$ cat src/source/cache_types.sv
package cache_types;

    // selects which way an array update goes to.
    typedef enum logic {
        w_hit,
        w_lru
    } way_sel_t;

    typedef enum logic {
        d_cpu,
        d_mem
    } data_sel_t;

    typedef enum logic {
        p_cpu,
        p_cache
    } pmem_addr_sel_t;

    typedef enum logic [1:0] {
        idle,
        compare,
        evict,
        load
    } cache_state_t;

    typedef struct packed {
        logic           ld_valid;
        logic           ld_dirty;
        logic           ld_tag;
        logic           ld_data;
        logic           ld_plru;
        logic           dirty_val;
        way_sel_t       dirty_way;
        way_sel_t       data_way;
        data_sel_t      data_sel;
        pmem_addr_sel_t pmem_addr_sel;
    } cache_ctrl_t;

    typedef struct packed {
        logic hit;
        logic lru_dirty;
    } cache_status_t;

    typedef struct packed {
        logic start;
        logic hit;
        logic miss;
        logic done;
    } perf_evt_t;

    typedef struct packed {
        logic [31:0] access_count;
        logic [31:0] miss_count;
        logic [31:0] busy_cycles;
    } perf_counts_t;

endpackage

$ cat src/source/cache_control.sv
`timescale 1ns/1ps

module cache_control (
    input  logic                       clk,
    input  logic                       rst,
    input  logic                       req_read,
    input  logic                       req_write,
    input  logic                       pmem_resp,
    input  cache_types::cache_status_t status,
    output logic                       resp,
    output logic                       pmem_read,
    output logic                       pmem_write,
    output cache_types::cache_ctrl_t   ctrl,
    output cache_types::perf_evt_t     perf_evt,
    output cache_types::cache_state_t  state
);

    cache_types::cache_state_t next_state;

    always_ff @(posedge clk) begin
        if (rst) begin
            state <= cache_types::idle;
        end else begin
            state <= next_state;
        end
    end

    always_comb begin
        // every output starts inactive and each state raises only what it needs.
        next_state         = state;
        resp               = 1'b0;
        pmem_read          = 1'b0;
        pmem_write         = 1'b0;
        ctrl.ld_valid      = 1'b0;
        ctrl.ld_dirty      = 1'b0;
        ctrl.ld_tag        = 1'b0;
        ctrl.ld_data       = 1'b0;
        ctrl.ld_plru       = 1'b0;
        ctrl.dirty_val     = 1'b0;
        ctrl.dirty_way     = cache_types::w_hit;
        ctrl.data_way      = cache_types::w_hit;
        ctrl.data_sel      = cache_types::d_cpu;
        ctrl.pmem_addr_sel = cache_types::p_cpu;
        perf_evt           = '0;

        case (state)
            cache_types::idle: begin
                if (req_read || req_write) begin
                    next_state     = cache_types::compare;
                    perf_evt.start = 1'b1;
                end
            end

            cache_types::compare: begin
                if (status.hit) begin
                    if (req_write) begin
                        ctrl.ld_data   = 1'b1;
                        ctrl.data_way  = cache_types::w_hit;
                        ctrl.data_sel  = cache_types::d_cpu;
                        ctrl.ld_dirty  = 1'b1;
                        ctrl.dirty_way = cache_types::w_hit;
                        ctrl.dirty_val = 1'b1;
                    end
                    ctrl.ld_plru  = 1'b1;
                    resp          = 1'b1;
                    perf_evt.hit  = 1'b1;
                    perf_evt.done = 1'b1;
                    next_state    = cache_types::idle;
                end else begin
                    perf_evt.miss = 1'b1;
                    if (status.lru_dirty) begin
                        next_state = cache_types::evict;
                    end else begin
                        next_state = cache_types::load;
                    end
                end
            end

            cache_types::evict: begin
                ctrl.pmem_addr_sel = cache_types::p_cache;
                pmem_write         = 1'b1;
                if (pmem_resp) begin
                    next_state = cache_types::load;
                end
            end

            cache_types::load: begin
                ctrl.pmem_addr_sel = cache_types::p_cpu;
                ctrl.data_way      = cache_types::w_lru;
                ctrl.data_sel      = cache_types::d_mem;
                ctrl.dirty_way     = cache_types::w_lru;
                pmem_read          = 1'b1;
                // the line is only written once memory returns it.
                if (pmem_resp) begin
                    ctrl.ld_data  = 1'b1;
                    ctrl.ld_tag   = 1'b1;
                    ctrl.ld_valid = 1'b1;
                    ctrl.ld_dirty = 1'b1;
                    next_state    = cache_types::compare;
                end
            end

            default: begin
                next_state = cache_types::idle;
            end
        endcase
    end

endmodule

$ cat config.mk
export PLATFORM = sky130hd
export DESIGN_NAME = cache_control
export DESIGN_NICKNAME = d
export VERILOG_FILES = /design/src/source/cache_types.sv /design/src/source/cache_control.sv
export SDC_FILE = /design/constraint.sdc
export NUM_CORES = 1
export LEC_CHECK = 0
export BUFFER_PORTS_ARGS = -buffer_cell sky130_fd_sc_hd__buf_2
export CORE_AREA = 10 10 47 49
export DETAILED_ROUTE_END_ITERATION = 10
export DIE_AREA = 0 0 57 59
export HOLD_SLACK_MARGIN = 0.15
export PLACE_DENSITY = 0.62
export RECOVER_POWER = 50
export SKIP_CTS_REPAIR_TIMING = 1
export SKIP_LAST_GASP = 1
export SLEW_MARGIN = 30
export SYNTH_ARGS = -nofsm -noshare
export SYNTH_HDL_FRONTEND = slang
export SYNTH_SLANG_ARGS = --single-unit
$ cat constraint.sdc
create_clock -name clk -period 1.6 [get_ports clk]
set_clock_uncertainty 0.1 [all_clocks]
set_input_delay 0 -clock clk [delete_from_list [all_inputs] [get_ports clk]]
set_output_delay 0 -clock clk [all_outputs]
set_load 0.01 [all_outputs]
==> flow_summary.ini, run 1 <==
[clock_network]
cts_tree = built
cts-root-buf = clkbuf_4
cts.path.max_buffers = 2
cts.clk_slew.worst_paths_ns = 0.03
htreeDepth = 1
clk_latency_ns = 0.22
clock_sinks = 2
cts-buffers-inserted = 3

[logic_synthesis]
syn-instance-count = 37
synth_top_cell_area_share = 0.237
syn_avg_cell_area_um2 = 8.56
synth.area.top_cells = ha_1 24%, buf_4 21%, dfxtp_1 13%, and2_1 4.0%, inv_1 3.6%
syn_area_um2 = 317
postSynthRegisterBits = 2
yosys.area.top_type = ha_1
yosysSeqAreaShare = 0.126
syn_nets = 50
ys_warn_count = 0
synth.distinct_cells = 19

[global_route]
grt_antenna_before_repair = 0
use_met1 = 0.0429
met2_usage = 0.0729
grt_pass1_vias = 302
use_met3 = 0.0429
grt.busiest_layer = met2
grt_first_pass_wirelength_um = 1320
gr-total-overflow = 0
grtUsageTotal = 0.0498
grt_max_degree = 8

[place]
place_hpwl_um = 757
place_area_um2 = 394
preCtsSetupSlack_ns = 0.0624
io_buffers = 25
gp_congestion = 0.752
post-place-cells = 69

[job]
drv_cap = 0

[timing]
finalMaxSlewViolations = 0
fmax_mhz = 659
hold_slack_ns = 0.0970
setup_viol = 0
fin_ws_ns = 0.0831
fin_tns_setup_ns = 0
finalHoldViolations = 0
tightestPinTransition_ns = 0.231
period_needed_ns = 1.52
period_share = 0.948
relSlewSlack = 0.845

[floorplanning]
start_util = 0.226
dieWidth_um = 57
dieArea_um2 = 3360
die_h_um = 59
num_rows = 14
ios = 26
core_area_um2 = 1400

[setup_path]
arrival_ns = 1.42
cp_max_fo = 5
reg2reg_slack_ns = 0.09
critPathKind = reg -> out
r2r.worst_path.cells = 5
critPathLaunchType = flip-flop
r2r_start = state[0]
crit_path_end_kind = output port
r2r_end = state[1]
crit_start = state[1]
critPathRequiredTime_ns = 1.50

[layout]
top_regs = state (2)
final_cell_count_no_fill = 77
diodes = 0
layout.nets = 76
drive_gt1_frac = 0.557
largest_reg_flops = 2
design_area_um2 = 473
syn_to_final_growth_pct = 49.4
top_register = state
fin_util = 0.338

[power]
p_leak_nw = 0.283
peakVddDrop_uv = 463
p_total_uw = 301
powerDensity_nw_per_um2 = 637

[hold_path]
hold_end = state[1]
min_from = status[1]
hold_depth = 4
hold_path.class = in -> reg

[drt]
viasPerCell = 4.13
wl_per_cell_um = 11.9
drtAntennaViolNets = 0
wirelength_um = 918
post-route-drc-count = 0
drt_pre_antenna_iters = 3
num_vias = 318
detail_route.iter0.violations = 4

[outcome]
status = finished clean
==> worst max path at each step <==
stage                     cells past startpoint  slack, ns       end
after floorplan                               5       0.12  state[1]
after global placement                        5       0.07  state[0]
after detailed placement                      5       0.06  state[0]
after CTS                                     5      -0.04   ctrl[6]
after global routing                          5     -0.006  state[0]
final                                         5       0.08   ctrl[6]
==> worst max-delay path, stage by stage, from the launching register on <==
cell and delay (ns):
dfxtp_4 0.36, inv_2 0.05, ha_1 0.18, or2_2 0.29
a21o_1 0.18, buf_2 0.14
==> synth_stat cells <==
library cell  n
a311oi_1      1
a21oi_1       2
and2b_1       1
and3_1        1
or2_2         1
o2111ai_1     1
a21o_1        1
or3b_4        1
nor2b_1       1
dfxtp_1       2
o21bai_2      1
inv_1         3
and2_1        2
ha_1          6
nand2_1       1
a211o_1       1
nand2b_1      1
buf_4         9
o21a_1        1
==> report_power, final <==
group | switching, mW | internal (mW)
logic | 0.0622 | 0.0629
clock network | 0.0289 | 0.0828
registers | 0.00875 | 0.0557
==> routing by layer <==
layer	up-vias	part of all wire	wire length [µm]
li1	165	-	-
met1	139	0.39	357
met2	14	0.46	426
met3	0	0.15	135
met4	0	0	0
met5	-	0	0
==> logic make-up after synthesis <==
| kind of cell | after synthesis | share of synthesized area |
|---|---|---|
| fa+ha+maj | 6 | 0.237 |
| buf+inv | 12 | 0.249 |
| compound gates | 8 | 0.198 |
| simple gates | 9 | 0.190 |
| flops | 2 | 0.126 |
==> placed cells by master (no fill, tap or decap), types with 2 or more instances in the layout <==
| master | n |
|---|---|
| ha_1 | 5 |
| inv_1 | 2 |
| buf_2 | 24 |
| a21oi_1 | 2 |
| clkbuf_4 | 3 |
| and2_1 | 2 |
| dlygate4sd3_1 | 5 |
==> final cells by class <==
type	instances	area, µm²
fill	161	928
multi-input combinational	23	200
timing repair buffer	30	174
sequential	2	45.0
clock buffer	3	22.5
tap	16	20.0
inverter	3	11.3
Note: power is estimated with default switching activity, not from simulation.
==> run 2, diff against run 1 <==
- CORE_AREA: 10 10 47 49 -> 2 2 39 41
- DIE_AREA: 0 0 57 59 -> 0 0 41 43
- PLACE_DENSITY: 0.62 -> 0.53
==> run 2 against run 1 <==
Net effect:
- cell count increased by 2.6%
- clock power about the same
- hold slack improved by 0.021 ns
- routed wire length decreased by 25%
- setup slack got worse by 0.011 ns
- die area decreased by 48%
- critical path depth unchanged
- register-to-register slack got worse by 0.02 ns
- combinational power about the same
- design area increased by 1.9%
- global-route usage increased by 2.3 points
- largest cell class unchanged
- largest power group unchanged
- highest routed layer unchanged
==> flow_summary.ini, run 2 (synthesized netlist as in run 1, its figures left out) <==
[outcome]
status = finished clean

[clock_network]
clock_sinks = 2
cts-buffers-inserted = 3
clk_latency_ns = 0.22
cts.clk_slew.worst_paths_ns = 0.03
cts_tree = built
cts-root-buf = clkbuf_4
htreeDepth = 1
cts.path.max_buffers = 2

[power]
peakVddDrop_uv = 311
powerDensity_nw_per_um2 = 623
p_int_uw = 204
p_clk_frac = 0.368
pwr-share-comb = 0.421
p_leak_nw = 0.275
switchingPower_uw = 96.5
p_sw_frac = 0.321
power_frac_seq = 0.211

[drt]
post-route-drc-count = 0
num_vias = 327
wl_per_cell_um = 8.70
drtAntennaViolNets = 0
drt_pre_antenna_iters = 4
detail_route.iter0.violations = 2
wirelength_um = 687
viasPerCell = 4.14

[layout]
final_cell_mix = 20 x buf_2, 5 x ha_1, 5 x dlygate4sd3_1, 5 x clkbuf_1, 3 x clkbuf_4
top_regs = state (2)
layout.nets = 78
largest_reg_flops = 2
top_register = state
mostFrequentLayoutCell = buf_2
multi_input_area_um2 = 200
syn_to_final_growth_pct = 52.2
diodes = 0
n_fill_cell = 163
regArea_um2 = 43.8
final_cell_count_no_fill = 79
drive_gt1_frac = 0.492

[floorplanning]
num_rows = 14
core_area_um2 = 1380
ios = 26
start_util = 0.229
dieArea_um2 = 1760
die_h_um = 43
dieWidth_um = 41

[hold_path]
hold_path.class = in -> reg
hold_end = state[0]
min_from = status[1]
hold_depth = 4

[setup_path]
arrival_ns = 1.59
r2r_end = state[1]
crit_path_end_kind = flip-flop
r2r.worst_path.cells = 5
reg2reg_slack_ns = 0.07
cp_max_fo = 6
critPathRequiredTime_ns = 1.66
r2r_start = state[0]
critPathLaunchType = flip-flop
critPathKind = reg -> reg

[place]
gp_congestion = 0.772
io_buffers = 25
place_hpwl_um = 545
post-place-cells = 71

[timing]
setup_viol = 0
relSlewSlack = 0.854
period_share = 0.955
fmax_mhz = 655
tightestPinTransition_ns = 0.217
rsz0062_at_grt = false
fin_tns_setup_ns = 0
finalMaxSlewViolations = 0
period_needed_ns = 1.53
finalHoldViolations = 0

[global_route]
grt_max_degree = 8
grt_first_pass_wirelength_um = 848
gr-total-overflow = 0
grtUsageTotal = 0.0730
grt_antenna_before_repair = 0
grt_pass1_vias = 257

[job]
drv_cap = 0
-- run 2: worst max-delay path, cell delays in order, from the launching register on --
cell     delay [ns]
dfxtp_1        0.35
inv_1          0.13
ha_1           0.17
or3b_4         0.40
a211o_1        0.26
nand2_1        0.06
-- run 2: power groups by stage --
stage          Clock [mW]  Sequential, mW  Combinational (mW)
2_1_floorplan           0          0.0655              0.0821
3_3_place_gp            0          0.0634               0.120
3_5_place_dp            0          0.0645               0.119
4_1_cts             0.119          0.0638               0.120
5_1_grt             0.119          0.0642               0.144
6_report            0.110          0.0633               0.126
-- run 2: how the worst max path moves through the flow --
stage	depth (start not counted)	from	end	slack [ns]
5_1_grt	5	state[1]	ctrl[6]	0.0002
3_5_place_dp	5	state[0]	state[1]	0.08
4_1_cts	5	state[1]	ctrl[8]	-0.04
6_report	5	state[0]	state[1]	0.07
3_3_place_gp	5	state[1]	state[1]	0.07
2_1_floorplan	5	state[0]	state[1]	0.12
-- run 2: area by class of cell --
type	instances	share of cell area
Inverter	3	0.0234
Sequential cell	2	0.0909
Timing Repair Buffer	32	0.382
Clock buffer	3	0.0468
Tap cell	16	0.0416
Multi-Input combinational cell	23	0.416
-- run 2: layer usage --
layer  track usage  up-vias  share of wire
met3        0.0157        0           0.13
met4        0.0800        0              0
met1        0.0698      140           0.43
met2         0.113       20           0.44
met5             0        -              0
li1              -      167              -
-- run 2: per-stage QoR --
| step | utilization | hold slack, ns | setup slack, ns | area (µm²) | total power [mW] |
|---|---|---|---|---|---|
| finish | 0.348 | 0.118 | 0.0724 | 482 | 0.300 |
| floorplan | - | -0.0394 | 0.124 | 317 | 0.148 |
| CTS | 0.312 | -0.140 | -0.0419 | 432 | 0.303 |
| detailed placement | 0.296 | 0.0975 | 0.0753 | 409 | 0.184 |
| global route | 0.348 | 0.162 | 0.000200 | 482 | 0.327 |
| global placement | 0.296 | 0.0950 | 0.0729 | 409 | 0.183 |
