### config.mk
export PLATFORM = sky130hd
export DESIGN_NAME = cache_datapath
export DESIGN_NICKNAME = d
export VERILOG_FILES = /design/src/source/cache_params.sv /design/src/source/cache_types.sv /design/src/source/cache_datapath.sv
export SDC_FILE = /design/constraint.sdc
export NUM_CORES = 2
export LEC_CHECK = 0
export ABC_CLOCK_PERIOD_IN_PS = 34400
export BUFFER_PORTS_ARGS = -buffer_cell sky130_fd_sc_hd__clkbuf_2
export CAP_MARGIN = 40
export CORE_MARGIN = 2
export CORE_UTILIZATION = 45
export DETAILED_ROUTE_END_ITERATION = 7
export SLEW_MARGIN = 30
export SYNTH_ARGS = -nofsm -noshare
export SYNTH_HDL_FRONTEND = slang
export SYNTH_SLANG_ARGS = --single-unit
### constraint.sdc
create_clock -name clk -period 34.4 [get_ports clk]
set_clock_uncertainty 0.15 [all_clocks]
set_input_delay 6.88 -clock clk [delete_from_list [all_inputs] [get_ports clk]]
set_output_delay 6.88 -clock clk [all_outputs]
set_load 0.03 [all_outputs]
### src/source/cache_params.sv
package cache_params;

    localparam int addr_width  = 32;
    localparam int word_width  = 32;
    localparam int line_width  = 128;
    localparam int offset_bits = 4;
    localparam int index_bits  = 3;
    localparam int tag_bits    = 25;
    localparam int num_sets    = 8;

    // the address splits as tag, then set index, then byte offset in the line.
    typedef struct packed {
        logic                      read;
        logic                      write;
        logic [addr_width-1:0]     addr;
        logic [word_width-1:0]     wdata;
        logic [word_width/8-1:0]   byte_enable;
    } cpu_req_t;

    typedef struct packed {
        logic                  resp;
        logic [word_width-1:0] rdata;
    } cpu_rsp_t;

    // memory addresses are always line aligned.
    typedef struct packed {
        logic                  read;
        logic                  write;
        logic [addr_width-1:0] addr;
        logic [line_width-1:0] wdata;
    } pmem_req_t;

    typedef struct packed {
        logic                  resp;
        logic [line_width-1:0] rdata;
    } pmem_rsp_t;

endpackage

### src/source/cache_types.sv
package cache_types;

    // selects which way an array update goes to.
    typedef enum logic {
        w_hit,
        w_lru
    } way_sel_t;

    typedef enum logic {
        d_cpu,
        d_mem
    } data_sel_t;

    typedef enum logic {
        p_cpu,
        p_cache
    } pmem_addr_sel_t;

    typedef enum logic [1:0] {
        idle,
        compare,
        evict,
        load
    } cache_state_t;

    typedef struct packed {
        logic           ld_valid;
        logic           ld_dirty;
        logic           ld_tag;
        logic           ld_data;
        logic           ld_plru;
        logic           dirty_val;
        way_sel_t       dirty_way;
        way_sel_t       data_way;
        data_sel_t      data_sel;
        pmem_addr_sel_t pmem_addr_sel;
    } cache_ctrl_t;

    typedef struct packed {
        logic hit;
        logic lru_dirty;
    } cache_status_t;

    typedef struct packed {
        logic start;
        logic hit;
        logic miss;
        logic done;
    } perf_evt_t;

    typedef struct packed {
        logic [31:0] access_count;
        logic [31:0] miss_count;
        logic [31:0] busy_cycles;
    } perf_counts_t;

endpackage

### src/source/cache_datapath.sv
`timescale 1ns/1ps

module cache_datapath (
    input  logic                                     clk,
    input  logic                                     rst,
    input  cache_params::cpu_req_t                   cpu_req,
    input  cache_types::cache_ctrl_t                 ctrl,
    input  logic [cache_params::line_width-1:0]      pmem_rdata,
    output cache_types::cache_status_t               status,
    output logic [cache_params::word_width-1:0]      rdata,
    output logic [cache_params::addr_width-1:0]      pmem_addr,
    output logic [cache_params::line_width-1:0]      pmem_wdata
);

    logic [cache_params::tag_bits-1:0]   tag_arr   [2][cache_params::num_sets];
    logic [cache_params::line_width-1:0] data_arr  [2][cache_params::num_sets];
    logic [cache_params::num_sets-1:0]   valid_arr [2];
    logic [cache_params::num_sets-1:0]   dirty_arr [2];
    // each bit names the less recently used way of its set.
    logic [cache_params::num_sets-1:0]   plru;

    logic [cache_params::tag_bits-1:0]      req_tag;
    logic [cache_params::index_bits-1:0]    idx;
    logic [cache_params::offset_bits-3:0]   word_off;
    logic [1:0]                             hit_vec;
    logic                                   hit_way;
    logic                                   lru_way;
    logic                                   data_way;
    logic                                   dirty_way;
    logic [cache_params::line_width-1:0]    merged_line;
    logic [cache_params::line_width-1:0]    new_line;

    assign req_tag  = cpu_req.addr[cache_params::addr_width-1 -: cache_params::tag_bits];
    assign idx      = cpu_req.addr[cache_params::offset_bits +: cache_params::index_bits];
    assign word_off = cpu_req.addr[cache_params::offset_bits-1:2];

    always_comb begin
        for (int w = 0; w < 2; w++) begin
            hit_vec[w] = valid_arr[w][idx] && (tag_arr[w][idx] == req_tag);
        end
    end

    assign hit_way = hit_vec[1];
    assign lru_way = plru[idx];

    assign status = '{
        hit:       |hit_vec,
        lru_dirty: valid_arr[lru_way][idx] && dirty_arr[lru_way][idx]
    };

    assign data_way  = (ctrl.data_way == cache_types::w_hit) ? hit_way : lru_way;
    assign dirty_way = (ctrl.dirty_way == cache_types::w_hit) ? hit_way : lru_way;

    always_comb begin
        merged_line = data_arr[data_way][idx];
        for (int b = 0; b < cache_params::word_width / 8; b++) begin
            if (cpu_req.byte_enable[b]) begin
                merged_line[word_off * cache_params::word_width + b * 8 +: 8] =
                    cpu_req.wdata[b * 8 +: 8];
            end
        end
        if (ctrl.data_sel == cache_types::d_mem) begin
            new_line = pmem_rdata;
        end else begin
            new_line = merged_line;
        end
    end

    assign rdata = data_arr[hit_way][idx][word_off * cache_params::word_width +:
                                          cache_params::word_width];

    // write-back uses the victim line and the address rebuilt from its stored tag.
    assign pmem_wdata = data_arr[lru_way][idx];

    always_comb begin
        if (ctrl.pmem_addr_sel == cache_types::p_cache) begin
            pmem_addr = {tag_arr[lru_way][idx], idx, {cache_params::offset_bits{1'b0}}};
        end else begin
            pmem_addr = {cpu_req.addr[cache_params::addr_width-1:cache_params::offset_bits],
                         {cache_params::offset_bits{1'b0}}};
        end
    end

    always_ff @(posedge clk) begin
        if (ctrl.ld_data) begin
            data_arr[data_way][idx] <= new_line;
        end
        if (ctrl.ld_tag) begin
            tag_arr[lru_way][idx] <= req_tag;
        end
    end

    always_ff @(posedge clk) begin
        if (rst) begin
            for (int w = 0; w < 2; w++) begin
                valid_arr[w] <= '0;
                dirty_arr[w] <= '0;
            end
            plru <= '0;
        end else begin
            if (ctrl.ld_valid) begin
                valid_arr[lru_way][idx] <= 1'b1;
            end
            if (ctrl.ld_dirty) begin
                dirty_arr[dirty_way][idx] <= ctrl.dirty_val;
            end
            if (ctrl.ld_plru) begin
                plru[idx] <= ~hit_way;
            end
        end
    end

endmodule

==> results.sh <==
export IMPL_worst_path_dominant_cell_family="buffers and inverters"
export IMPL_post_dp_cell_area_sq_mm=0.140
export IMPL_cp_num_cells=21
export IMPL_yosys_register_bits=2488
export IMPL_fraction_of_final_layout_cells_sized_beyond_drive_strength_1_pct=18.9
export IMPL_antenna_found_initial=46
export IMPL_slowest_stage="sky130_fd_sc_hd__buf_4"
export IMPL_criticalPathCategory="in2out"
export IMPL_detail_route_first_pass_iterations=8
export IMPL_tritoncts_num_buffers=287
export IMPL_std_cell_rows=198
export IMPL_cts_reportedPaths_clkPinSlew_ps=60
export IMPL_cts_tree="done"
export IMPL_crit_buf_inv=10
export IMPL_synthToLayoutAreaGrowth_pct=13.6
export IMPL_route_vias_total=102000
export IMPL_post_cts_resized=0
export IMPL_violated_checks="DRC"
export IMPL_synth_edf_count=2464
export IMPL_drt_total_wl_mm=546
export IMPL_period_minus_slack_ps=22730
export IMPL_starting_drt_drc_count=16600
export IMPL_ir_worst_vdd_v=0.0000432
export IMPL_ioPinCount=404
export IMPL_cts_path_max_buffers=4
export IMPL_floorplan_initialDensity_pct=45.2
export IMPL_post_synth_instance_area_sq_mm=0.131
export IMPL_layout_worst_path_cycle_share_pct=66.1
export IMPL_grt_max_degree=136
export IMPL_powerDensity_mw_per_mm2=49.2
export IMPL_worstPathCellList="buf_8 -> buf_4 -> nor2b_2 -> a22o_1 -> or3_1 -> nand4_1 -> or4_1 -> or4_4 -> buf_4 -> buf_12 -> buf_4 -> buf_4 -> buf_4 -> buf_4 -> buf_12 -> mux4_2 -> mux2i_1 -> a22oi_1 -> o21ai_0 -> a221oi_1 -> clkbuf_2"
export IMPL_rsz_0062_raised_after_global_routing="no"
export IMPL_die_w_microns=544
export IMPL_ant_nets=0
export IMPL_holdBufCountCts=0
export IMPL_synth_cells=10200
export IMPL_dp_hpwl_mm=333
export IMPL_synth_warning_count=0
export IMPL_max_stage_delay_ps=770
export IMPL_fraction_of_registers_with_async_set_reset_pct=0
export IMPL_layout_setup_ws_ps=11670
export IMPL_die_h_microns=544
export IMPL_setup_total_negative_slack_ps=0
export IMPL_clock_tree_htree_level_count=5
export IMPL_routedWlPerCell_microns=37.2
export IMPL_timing_reg2reg_worst_path_depth=18
export IMPL_finalNonFillerCells=14700
export IMPL_required_ps=27370
export IMPL_global_route_wire_length_before_repair_mm=754
export IMPL_crit_path_max_fanout=70
export IMPL_ys_dominant_reg_cell="sky130_fd_sc_hd__edfxtp_1"
export IMPL_startpoint="cpu_req[40]"
export IMPL_buffer_ports_inserted=395
export IMPL_timing_max_transition_violations_final=0
export IMPL_drc_errors=4
export IMPL_worst_skew_pair_late_latency_ps=960
export IMPL_syn_mean_instance_area_sq_um=12.9
export IMPL_route_detailed_vias_per_inst=6.95
export IMPL_place_inst=14100
export IMPL_fin_area_sq_mm=0.149
export IMPL_pre_cts_ws_ps=11690
export IMPL_number_of_global_route_vias_before_repair=97800
export IMPL_reg2reg_setup_slack_ps=25890
export IMPL_drv_max_cap_violation_count=0
export IMPL_cp_arrival_ps=15700
export IMPL_hold_viol=0
export IMPL_class_of_the_tightest_hold_or_removal_check="reg2reg"
export IMPL_tightestPinTransition_ps=1110
export IMPL_power_mw=7.33
export IMPL_r2r_start="tag_arr[1][23]"
export IMPL_leakage_nw=58.9
export IMPL_synth_sequential_area_ratio_pct=56.8
export IMPL_rel_slew_slack_pct=26.0
export IMPL_grt_ovfl_total=0
export IMPL_cts_repair_timing_setup_buffer_count=0
export IMPL_run_status="finished with violations"
export IMPL_setup_violations_final=0
export IMPL_crit_end="rdata[3]"
export IMPL_timing_critical_path_to_type="output pin"
export IMPL_cts_num_sinks=2488
export IMPL_path_common_cell="sky130_fd_sc_hd__buf_4"
export IMPL_start_kind="input pin"
export IMPL_netlist_cell_type_count=73
export IMPL_place_gp_congestion=0.944
export IMPL_clock_tree_root_cell="sky130_fd_sc_hd__clkbuf_16"
export IMPL_area_of_the_placeable_core_sq_mm=0.290
export IMPL_design_die_area_sq_mm=0.296
export IMPL_worstReg2RegEnd="data_arr[0][795]"
export IMPL_gr_usage_all_layers_pct=36.0
export IMPL_timing_fmax_mhz=44.0
export IMPL_design_final_nets=10700
[where the power goes]
group	internal (mW)	total, mW	switching, mW	leakage (nW)
logic	0.257	0.898	0.642	32.0
registers	3.42	3.44	0.0210	22.6
clock network	1.71	2.99	1.28	4.36
[flip-flops by register name (all words and copies together), names as in the netlist]
signal,count
dirty_arr,16
data_arr,2048
plru,8
tag_arr,400
valid_arr,16
[cell usage after synthesis, drive strengths merged, types with 6 or more instances]
| library cell | count | area, sq um |
|---|---|---|
| a2111oi | 12 | 105 |
| a211o | 26 | 228 |
| a211oi | 38 | 285 |
| a21o | 6 | 45.0 |
| a21oi | 896 | 4480 |
| a221o | 14 | 140 |
| a221oi | 74 | 648 |
| a22o | 42 | 368 |
| a22oi | 77 | 578 |
| a31oi | 39 | 244 |
| a32oi | 33 | 289 |
| and2 | 8 | 50.1 |
| and3 | 23 | 144 |
| buf | 326 | 1650 |
| clkbuf | 529 | 1990 |
| dfxtp | 24 | 480 |
| edfxtp | 2464 | 74000 |
| ha | 6 | 75.1 |
| inv | 47 | 176 |
| mux2 | 128 | 1440 |
| mux2i | 1473 | 14800 |
| mux4 | 555 | 12500 |
| nand2 | 1619 | 6080 |
| nand2b | 11 | 68.8 |
| nand3 | 104 | 521 |
| nand4 | 31 | 194 |
| nor2 | 242 | 908 |
| nor2b | 7 | 43.8 |
| nor3 | 72 | 360 |
| nor4 | 206 | 1290 |
| o211ai | 20 | 150 |
| o21ai | 233 | 1170 |
| o21bai | 16 | 120 |
| o221ai | 79 | 692 |
| o22ai | 535 | 3350 |
| o31ai | 49 | 368 |
| o41ai | 8 | 70.1 |
| or3 | 17 | 106 |
| or4 | 22 | 165 |
| xnor2 | 27 | 236 |
| xor2 | 13 | 114 |
[per-layer routing]
layer | vias up | track usage, % | wire length (microns)
met4 | 34 | 25.7 | 42800
met5 | - | 0.519 | 437
met2 | 8091 | 52.0 | 235000
met1 | 51300 | 46.2 | 194000
met3 | 1777 | 10.8 | 74800
li1 | 41000 | - | -
[layout by cell type, fill, tap and decap left out, types with 200 or more instances in the layout]
cell type                   synthesis  routed
sky130_fd_sc_hd__clkbuf_16          0     296
sky130_fd_sc_hd__nand2_1         1619    1606
sky130_fd_sc_hd__mux4_2           555     555
sky130_fd_sc_hd__a21oi_1          896     887
sky130_fd_sc_hd__mux2i_1         1472    1472
sky130_fd_sc_hd__clkbuf_2           0     393
sky130_fd_sc_hd__edfxtp_1        2464    2464
sky130_fd_sc_hd__o22ai_1          535     535
sky130_fd_sc_hd__nor4_1           206     200
sky130_fd_sc_hd__buf_4             31     379
[cell type report]
cell class	count	area [sq um]
tap	3900	4880
inverter	47	193
sequential	2488	74500
clock buffer	346	7590
clock inverter	162	1320
timing repair buffer	895	6930
fill	24700	141000
antenna	42	105
multi-input combinational	6813	53500
[worst min-delay path, cell delays in order, from the launching register on]
cell,delay (ps)
sky130_fd_sc_hd__dfxtp_1,330
sky130_fd_sc_hd__a21oi_1,60
sky130_fd_sc_hd__nor2_1,70
[cell families (layout without fill, tap and decap cells)]
group / count (synthesis) / in the layout / synth area share (%)
mux: 2156 / 2156 / 21.9
compound gates: 2231 / 2231 / 10.4
simple gates: 2376 / 2376 / 7.67
fa+ha+maj: 6 / 6 / 0.0573
flops: 2488 / 2488 / 56.8
buf+inv: 902 / 1450 / 2.91
xor+xnor: 40 / 40 / 0.267
other cells: 1 / 46 / 0.00286
[metrics by stage]
stage | hold WS, ps | utilization, %
CTS | 339 | 51.1
global placement | 317 | 47.5
detailed placement | 324 | 48.1
floorplan | 299 | -
global route | 357 | 51.3
finish | 340 | 51.3
[how the worst min path moves through the flow]
stage,startpoint,end,cells after the start
final,plru[4],plru[4],2
after detailed placement,plru[4],plru[4],2
after floorplan,valid_arr[1][2],valid_arr[1][2],2
after global placement,valid_arr[1][6],valid_arr[1][6],2
after CTS,plru[4],plru[4],2
after global routing,plru[4],plru[4],2
Note: power is estimated with default switching activity, not from simulation.
