===== config.mk =====
export PLATFORM = sky130hd
export DESIGN_NAME = cache_perf
export DESIGN_NICKNAME = d
export VERILOG_FILES = /design/src/source/cache_types.sv /design/src/source/cache_perf.sv
export SDC_FILE = /design/constraint.sdc
export NUM_CORES = 1
export LEC_CHECK = 0
export BUFFER_PORTS_ARGS = -buffer_cell sky130_fd_sc_hd__buf_4
export CORE_MARGIN = 4
export CORE_UTILIZATION = 40
export CTS_BUF_LIST = sky130_fd_sc_hd__clkbuf_8 sky130_fd_sc_hd__clkbuf_16
export CTS_CLUSTER_SIZE = 14
export DETAILED_ROUTE_END_ITERATION = 6
export PLACE_DENSITY_LB_ADDON = 0.25
export SYNTH_ARGS = -nofsm -noshare
export SYNTH_HDL_FRONTEND = slang
export SYNTH_SLANG_ARGS = --single-unit
export TNS_END_PERCENT = 30

===== constraint.sdc =====
create_clock -name clk -period 2.25 [get_ports clk]
set_input_delay 0.225 -clock clk [delete_from_list [all_inputs] [get_ports clk]]
set_output_delay 0.225 -clock clk [all_outputs]
set_load 0.02 [all_outputs]

===== src/source/cache_types.sv =====
package cache_types;

    // selects which way an array update goes to.
    typedef enum logic {
        w_hit,
        w_lru
    } way_sel_t;

    typedef enum logic {
        d_cpu,
        d_mem
    } data_sel_t;

    typedef enum logic {
        p_cpu,
        p_cache
    } pmem_addr_sel_t;

    typedef enum logic [1:0] {
        idle,
        compare,
        evict,
        load
    } cache_state_t;

    typedef struct packed {
        logic           ld_valid;
        logic           ld_dirty;
        logic           ld_tag;
        logic           ld_data;
        logic           ld_plru;
        logic           dirty_val;
        way_sel_t       dirty_way;
        way_sel_t       data_way;
        data_sel_t      data_sel;
        pmem_addr_sel_t pmem_addr_sel;
    } cache_ctrl_t;

    typedef struct packed {
        logic hit;
        logic lru_dirty;
    } cache_status_t;

    typedef struct packed {
        logic start;
        logic hit;
        logic miss;
        logic done;
    } perf_evt_t;

    typedef struct packed {
        logic [31:0] access_count;
        logic [31:0] miss_count;
        logic [31:0] busy_cycles;
    } perf_counts_t;

endpackage


===== src/source/cache_perf.sv =====
`timescale 1ns/1ps

module cache_perf (
    input  logic                      clk,
    input  logic                      rst,
    input  cache_types::perf_evt_t    perf_evt,
    input  cache_types::cache_state_t state,
    output cache_types::perf_counts_t counts
);

    // counters stop at their maximum instead of wrapping.
    function automatic logic [31:0] sat_inc(input logic [31:0] value);
        if (&value) begin
            return value;
        end
        return value + 32'd1;
    endfunction

    always_ff @(posedge clk) begin
        if (rst) begin
            counts <= '0;
        end else begin
            if (perf_evt.start) begin
                counts.access_count <= sat_inc(counts.access_count);
            end
            if (perf_evt.miss) begin
                counts.miss_count <= sat_inc(counts.miss_count);
            end
            // any cycle outside idle is spent serving a request.
            if (state != cache_types::idle) begin
                counts.busy_cycles <= sat_inc(counts.busy_cycles);
            end
        end
    end

endmodule


==> impl_metrics.env, run 1 <==
export IMPL_vias_per_cell=5.777
export IMPL_die_height_um=118.8
export IMPL_wl_um=13550
export IMPL_drtIter0Drc=257
export IMPL_min_path_type="input port to register"
export IMPL_crit_arrival_ns=2.49
export IMPL_clkSinkCount=96
export IMPL_die_w_um=118.8
export IMPL_hold_path_depth=3
export IMPL_drive_gt1_share_pct=27.43
export IMPL_yosys_area_share_xor_xnor_pct=7.130
export IMPL_dp_hpwl_um=9992
export IMPL_insertion_delay_ns=0.34
export IMPL_synthArstFlopShare_pct=0
export IMPL_postSynthNetCount=610
export IMPL_cp_data_required_time_ns=2.53
export IMPL_cpPeakStageDelay_ns=0.55
export IMPL_dieArea_um2=14120
export IMPL_drt_first_pass_iters=4
export IMPL_io_buffers=101
export IMPL_syn_area_per_cell_um2=8.203
export IMPL_leakage_uw=0.002334
export IMPL_fin_crit_ns=2.208
export IMPL_total_power_uw=3538
export IMPL_antenna_found_initial=0
export IMPL_place_ws_ns=0.05815
export IMPL_final_cells=887
export IMPL_whs_ns=0.2644
export IMPL_critPathSlowestCell="or4_4"
export IMPL_yosys_top_cells_area="dfxtp_1 (39%), xnor2_1 (5.7%), a21oi_1 (5.1%)"
export IMPL_rows=40
export IMPL_synth_top_area_share_pct=39.11
export IMPL_pin_count=104
export IMPL_cts_tree="done"
export IMPL_overflow=0
export IMPL_powerDensity_nw_per_um2=543.3
export IMPL_num_antenna_cells=0
export IMPL_drcViolationCount=0
export IMPL_grt_max_degree=53
export IMPL_routabilityCongestion=0.8552
export IMPL_muxShareOfSynthArea_pct=2.241
export IMPL_grt_pass1_vias=4736
export IMPL_synth_edff_count=0
export IMPL_skew_ns=0.004210
export IMPL_cts_root_buffer="clkbuf_16"
export IMPL_irDropWorstVdd_uv=268.1
export IMPL_synth_fa_ha_area_share_pct=0.7639
export IMPL_postCtsHoldBufs=0
export IMPL_largest_reg_flops=96
export IMPL_path_max_fanout=6
export IMPL_coreArea_um2=12010
export IMPL_ys_ff_latch=96
export IMPL_start_kind="register"
export IMPL_top_register="counts"
export IMPL_grt_pass1_wl_um=22920
export IMPL_wl_per_cell_um=15.28
export IMPL_drtAntennaViolNets=0
export IMPL_fin_ws_ns=0.04246
export IMPL_status="finished, final reports clean"
export IMPL_crit_type="register to register"
export IMPL_slew_headroom_pct=64.06
export IMPL_synth_top_family_by_area="simple AND/OR/NAND/NOR gates"
export IMPL_reg2reg_depth=5
export IMPL_reg_largest_list="counts (96)"
export IMPL_yosys_area_share_simple_pct=33.79
export IMPL_path_cells="nand4_2 > or4_4 > or4_4 > or4_1 > a21oi_2"
export IMPL_initial_core_util_pct=40.91
export IMPL_syn_inst=599
export IMPL_finalMaxSlewViolations=0
export IMPL_fillerInstances=1133
export IMPL_critPathCaptureType="register"
export IMPL_vias=5124
export IMPL_cts_buffers_inserted=9
export IMPL_fin_nets=746
export IMPL_final_util_pct=54.22
export IMPL_maxCapViolations=0
export IMPL_grt_usage_pct=19.19
export IMPL_synth_area_um2=4913
export IMPL_dp_cells=869
export IMPL_clk_path_buf_depth=2
export IMPL_ys_flop_type="dfxtp_1"
export IMPL_setup_violations=0
export IMPL_finalHoldViolCount=0
export IMPL_grt_setup_unrepaired="yes"
export IMPL_tightest_slew_ns=0.5342
export IMPL_timing_fmax_mhz=453.0
export IMPL_synth_compound_area_share_pct=14.44
export IMPL_area_growth_pct=32.54
export IMPL_seq_area_frac_synth_pct=39.11
export IMPL_cts_clk_slew_worst_paths_ns=0.06
export IMPL_cpMostUsedCell="or4_4"
export IMPL_ys_types=47
export IMPL_synth_top_area_cell="dfxtp_1"
export IMPL_period_share_pct=98.11
export IMPL_cts_htree_levels=3
export IMPL_synth_warnings=0
[cell type report]
type | count | area [um2] | area share (%)
timing repair buffer | 151 | 1146 | 17.60
inverter | 6 | 22.52 | 0.3458
tap | 147 | 183.9 | 2.824
sequential | 96 | 1942 | 29.82
multi-input combinational | 471 | 2897 | 44.48
clock buffer | 10 | 239.0 | 3.670
clock inverter | 6 | 82.58 | 1.268
[routing by layer]
layer	up-vias	track usage [%]	wire length (um)
met5	-	0	0
met4	0	7.024	172
met3	12	3.371	660
met2	126	30.87	6475
met1	2460	25.84	6242
li1	2526	-	-
[worst max-delay path: cells and delay by family (launching register included)]
kind               cells  cell delay (ns)
and+or+nand+nor        4             1.64
DFF                    1             0.37
AOI/OAI and AO/OA      1             0.14
[synth_stat cells (all sizes together), types with 3 or more instances]
| cell type | n |
|---|---|
| dfxtp | 96 |
| nor2 | 61 |
| a21oi | 50 |
| nand2 | 41 |
| nand4 | 41 |
| or3 | 35 |
| o21ai | 33 |
| xnor2 | 32 |
| nand3 | 29 |
| clkbuf | 22 |
| nor4 | 19 |
| or4 | 16 |
| and4 | 15 |
| o31ai | 13 |
| nor3 | 12 |
| a211oi | 10 |
| mux2 | 8 |
| nor2b | 8 |
| xor2 | 8 |
| and3 | 7 |
| inv | 6 |
| buf | 4 |
| or2 | 4 |
| and2 | 3 |
| ha | 3 |
| o2111ai | 3 |
| o211ai | 3 |
[cell usage in the layout (no fill, tap or decap), drive strengths merged, types with 4 or more instances in the layout]
master / instances
a211oi: 10
a21oi: 50
and3: 7
and4: 15
buf: 151
clkbuf: 10
dfxtp: 96
inv: 6
mux2: 8
nand2: 41
nand3: 29
nand4: 41
nor2: 61
nor2b: 8
nor3: 12
nor4: 19
o21ai: 33
o31ai: 13
or2: 4
or3: 35
or4: 16
xnor2: 32
xor2: 8
[stage by stage]
step	cell area [um2]	setup TNS, ns
floorplan	4933	-0.2203
CTS	6475	0
global route	6513	-0.01359
finish	6513	0
global placement	6153	0
detailed placement	6153	0
[path summary, 6_finish.rpt]
path | startpoint | endpoint | slack (ns)
worst max register to register | counts[70] | counts[94] | 0.04
worst min register to register | counts[31] | counts[31] | 0.51
worst max-delay path | counts[70] | counts[94] | 0.04
worst min-delay path | perf_evt[1] | counts[34] | 0.26
[logic make-up after synthesis]
logic type | count (synthesis)
AO/OA/AOI/OAI | 121
flip-flops | 96
AND/OR/NAND/NOR | 297
adder cells (fa/ha/maj) | 3
multiplexers | 10
XOR/XNOR | 40
buffers and inverters | 32
[report_power, final]
| part | switching [uW] | total [uW] | internal, uW |
|---|---|---|---|
| Clock | 657 | 1660 | 998 |
| Combinational | 101 | 162 | 60.7 |
| Sequential | 12.0 | 1720 | 1710 |
[repair_timing]
| item | 4_1_cts | 5_1_grt |
|---|---|---|
| buffers inserted | 0 | 2 |
| resized for setup | 0 | 7 |
| endpoints found under the setup margin | 0 | 9 |
No activity file was read; power rests on OpenSTA's default activity.
==> run 2: changes to the inputs <==
--- a/config.mk
+++ b/config.mk
@@ -6,8 +6,10 @@
 export NUM_CORES = 1
 export LEC_CHECK = 0
 export BUFFER_PORTS_ARGS = -buffer_cell sky130_fd_sc_hd__buf_4
+export CELL_PAD_IN_SITES_DETAIL_PLACEMENT = 0
+export CELL_PAD_IN_SITES_GLOBAL_PLACEMENT = 2
 export CORE_MARGIN = 4
-export CORE_UTILIZATION = 40
+export CORE_UTILIZATION = 34
 export CTS_BUF_LIST = sky130_fd_sc_hd__clkbuf_8 sky130_fd_sc_hd__clkbuf_16
 export CTS_CLUSTER_SIZE = 14
 export DETAILED_ROUTE_END_ITERATION = 6
==> constraint.sdc (replaced) <==
create_clock -name clk -period 2.85 [get_ports clk]
set_input_delay 0.285 -clock clk [delete_from_list [all_inputs] [get_ports clk]]
set_output_delay 0.285 -clock clk [all_outputs]
set_load 0.02 [all_outputs]
==> run 2 against run 1 <==
Against the previous run:
- die area is 16% higher
- total power shrank 27%
- wire length up 2.2%
- clock power decreased by 33%
- clock skew grew 0.0022 ns
- register-to-register slack better by 0.39 ns
- highest routed layer unchanged
- critical path depth did not move
- setup slack better by 0.39 ns
- maximum frequency down 8.7%
- largest cell class unchanged
- count of clock-buffer cells in the layout did not move
- sequential share of layout area up 1.3 points
- cell count shrank 0.68%
==> impl_metrics.env, run 2 (synthesis results as in run 1) <==
export IMPL_critPathLaunch="counts[68]"
export IMPL_cts_clk_slew_worst_paths_ns=0.07
export IMPL_irDropWorstVdd_uv=238.5
export IMPL_vias_per_cell=5.511
export IMPL_grt_usage_pct=17.17
export IMPL_drive_gt1_share_pct=21.11
export IMPL_powerDensity_nw_per_um2=420.0
export IMPL_start_kind="register"
export IMPL_routabilityCongestion=0.7802
export IMPL_layout_common_cells="buf_4 (111), dfxtp_1 (96), nor2_1 (61)"
export IMPL_setup_violations=0
export IMPL_tightest_slew_ns=0.9231
export IMPL_ctsResizeCount=0
export IMPL_dp_hpwl_um=10040
export IMPL_crit_end="counts[94]"
export IMPL_pin_count=104
export IMPL_area_growth_pct=25.52
export IMPL_fin_crit_ns=2.418
export IMPL_wl_per_cell_um=15.72
export IMPL_postCtsHoldBufs=0
export IMPL_wl_um=13850
export IMPL_cts_tree="done"
export IMPL_cp_data_required_time_ns=3.12
export IMPL_crit_arrival_ns=2.69
export IMPL_grt_setup_unrepaired="no"
export IMPL_postCtsSetupRepairBufs=0
export IMPL_cts_root_buffer="clkbuf_16"
export IMPL_drcViolationCount=0
export IMPL_maxCapViolations=0
export IMPL_fin_nets=707
export IMPL_top_register="counts"
export IMPL_leakage_uw=0.002109
export IMPL_dpl_instance_area_um2=5901
export IMPL_dieArea_um2=16440
export IMPL_whs_ns=0.3294
export IMPL_largest_reg_flops=96
export IMPL_reg2reg_depth=5
export IMPL_rows=43
export IMPL_cts_buffers_inserted=9
export IMPL_min_path_type="input port to register"
export IMPL_die_height_um=128.2
export IMPL_timing_fmax_mhz=413.5
export IMPL_slew_headroom_pct=38.09
export IMPL_initial_core_util_pct=34.99
export IMPL_critPathCaptureType="register"
export IMPL_fin_setup_tns_ns=0
export IMPL_cts_htree_levels=3
export IMPL_finalMaxSlewViolations=0
export IMPL_path_max_fanout=7
export IMPL_clk_path_buf_depth=2
export IMPL_drtIter0Drc=288
export IMPL_r2r_start="counts[68]"
export IMPL_reg_largest_list="counts (96)"
export IMPL_final_cell_area_um2=6167
export IMPL_status="finished, final reports clean"
export IMPL_crit_type="register to register"
export IMPL_finalHoldViolCount=0
export IMPL_io_buffers=101
export IMPL_insertion_delay_ns=0.34
export IMPL_grt_pass1_wl_um=23180
export IMPL_vias=4855
export IMPL_num_antenna_cells=0
export IMPL_mostFrequentLayoutCell="buf_4"
export IMPL_antenna_found_initial=0
export IMPL_drtAntennaViolNets=0
export IMPL_regToRegSetupSlack_ns=0.43
export IMPL_drt_first_pass_iters=4
export IMPL_grt_pass1_vias=4671
export IMPL_grt_max_degree=70
export IMPL_die_w_um=128.2
export IMPL_period_share_pct=84.86
export IMPL_coreArea_um2=14040
export IMPL_skew_ns=0.006428
export IMPL_clkSinkCount=96
export IMPL_overflow=0
export IMPL_r2r_end="counts[94]"
run 2: worst max-delay path, stage by stage (launching register included):
cell     delay (ns)
dfxtp_1        0.44
nand4_2        0.22
or4_4          0.59
or4_4          0.54
or4_1          0.42
a21oi_1        0.14
run 2: how the worst min path moves through the flow:
| stage | from | to | slack, ns | cells past startpoint |
|---|---|---|---|---|
| floorplan | perf_evt[1] | counts[34] | 0.51 | 2 |
| global placement | counts[83] | counts[83] | 0.49 | 2 |
| detailed placement | counts[31] | counts[31] | 0.50 | 2 |
| CTS | perf_evt[1] | counts[34] | 0.31 | 3 |
| global route | perf_evt[1] | counts[34] | 0.32 | 3 |
| finish | perf_evt[1] | counts[34] | 0.33 | 3 |
run 2: stage by stage:
step	instances	worst slack (ns)	utilization (%)	total power, uW
CTS	881	0.4292	43.92	2645
floorplan	599	0.3642	-	1463
detailed placement	865	0.4589	42.02	1513
global placement	865	0.4830	42.02	1511
global route	881	0.2162	43.92	2698
finish	881	0.4316	43.92	2590
run 2: cell type report:
cell class | instances | area (um2)
Fill cell | 1453 | 7875
Timing Repair Buffer | 112 | 853.3
Clock buffer | 10 | 239.0
Multi-Input combinational cell | 471 | 2878
Clock inverter | 6 | 27.53
Inverter | 6 | 22.52
Sequential cell | 96 | 1922
Tap cell | 180 | 225.2
run 2: routing by layer:
| metal | global-route usage (%) | up-vias | share of wire, % |
|---|---|---|---|
| li1 | - | 2445 | - |
| met1 | 23.79 | 2288 | 49 |
| met2 | 26.20 | 104 | 45 |
| met3 | 3.833 | 18 | 4.8 |
| met4 | 6.055 | 0 | 1.7 |
| met5 | 0 | - | 0 |
run 2: power by group:
| part | internal, uW | switching, uW | total [uW] |
|---|---|---|---|
| combinational | 40.9 | 72.9 | 114 |
| clock | 603 | 506 | 1110 |
| sequential | 1350 | 15.7 | 1370 |
| total | 2000 | 595 | 2590 |
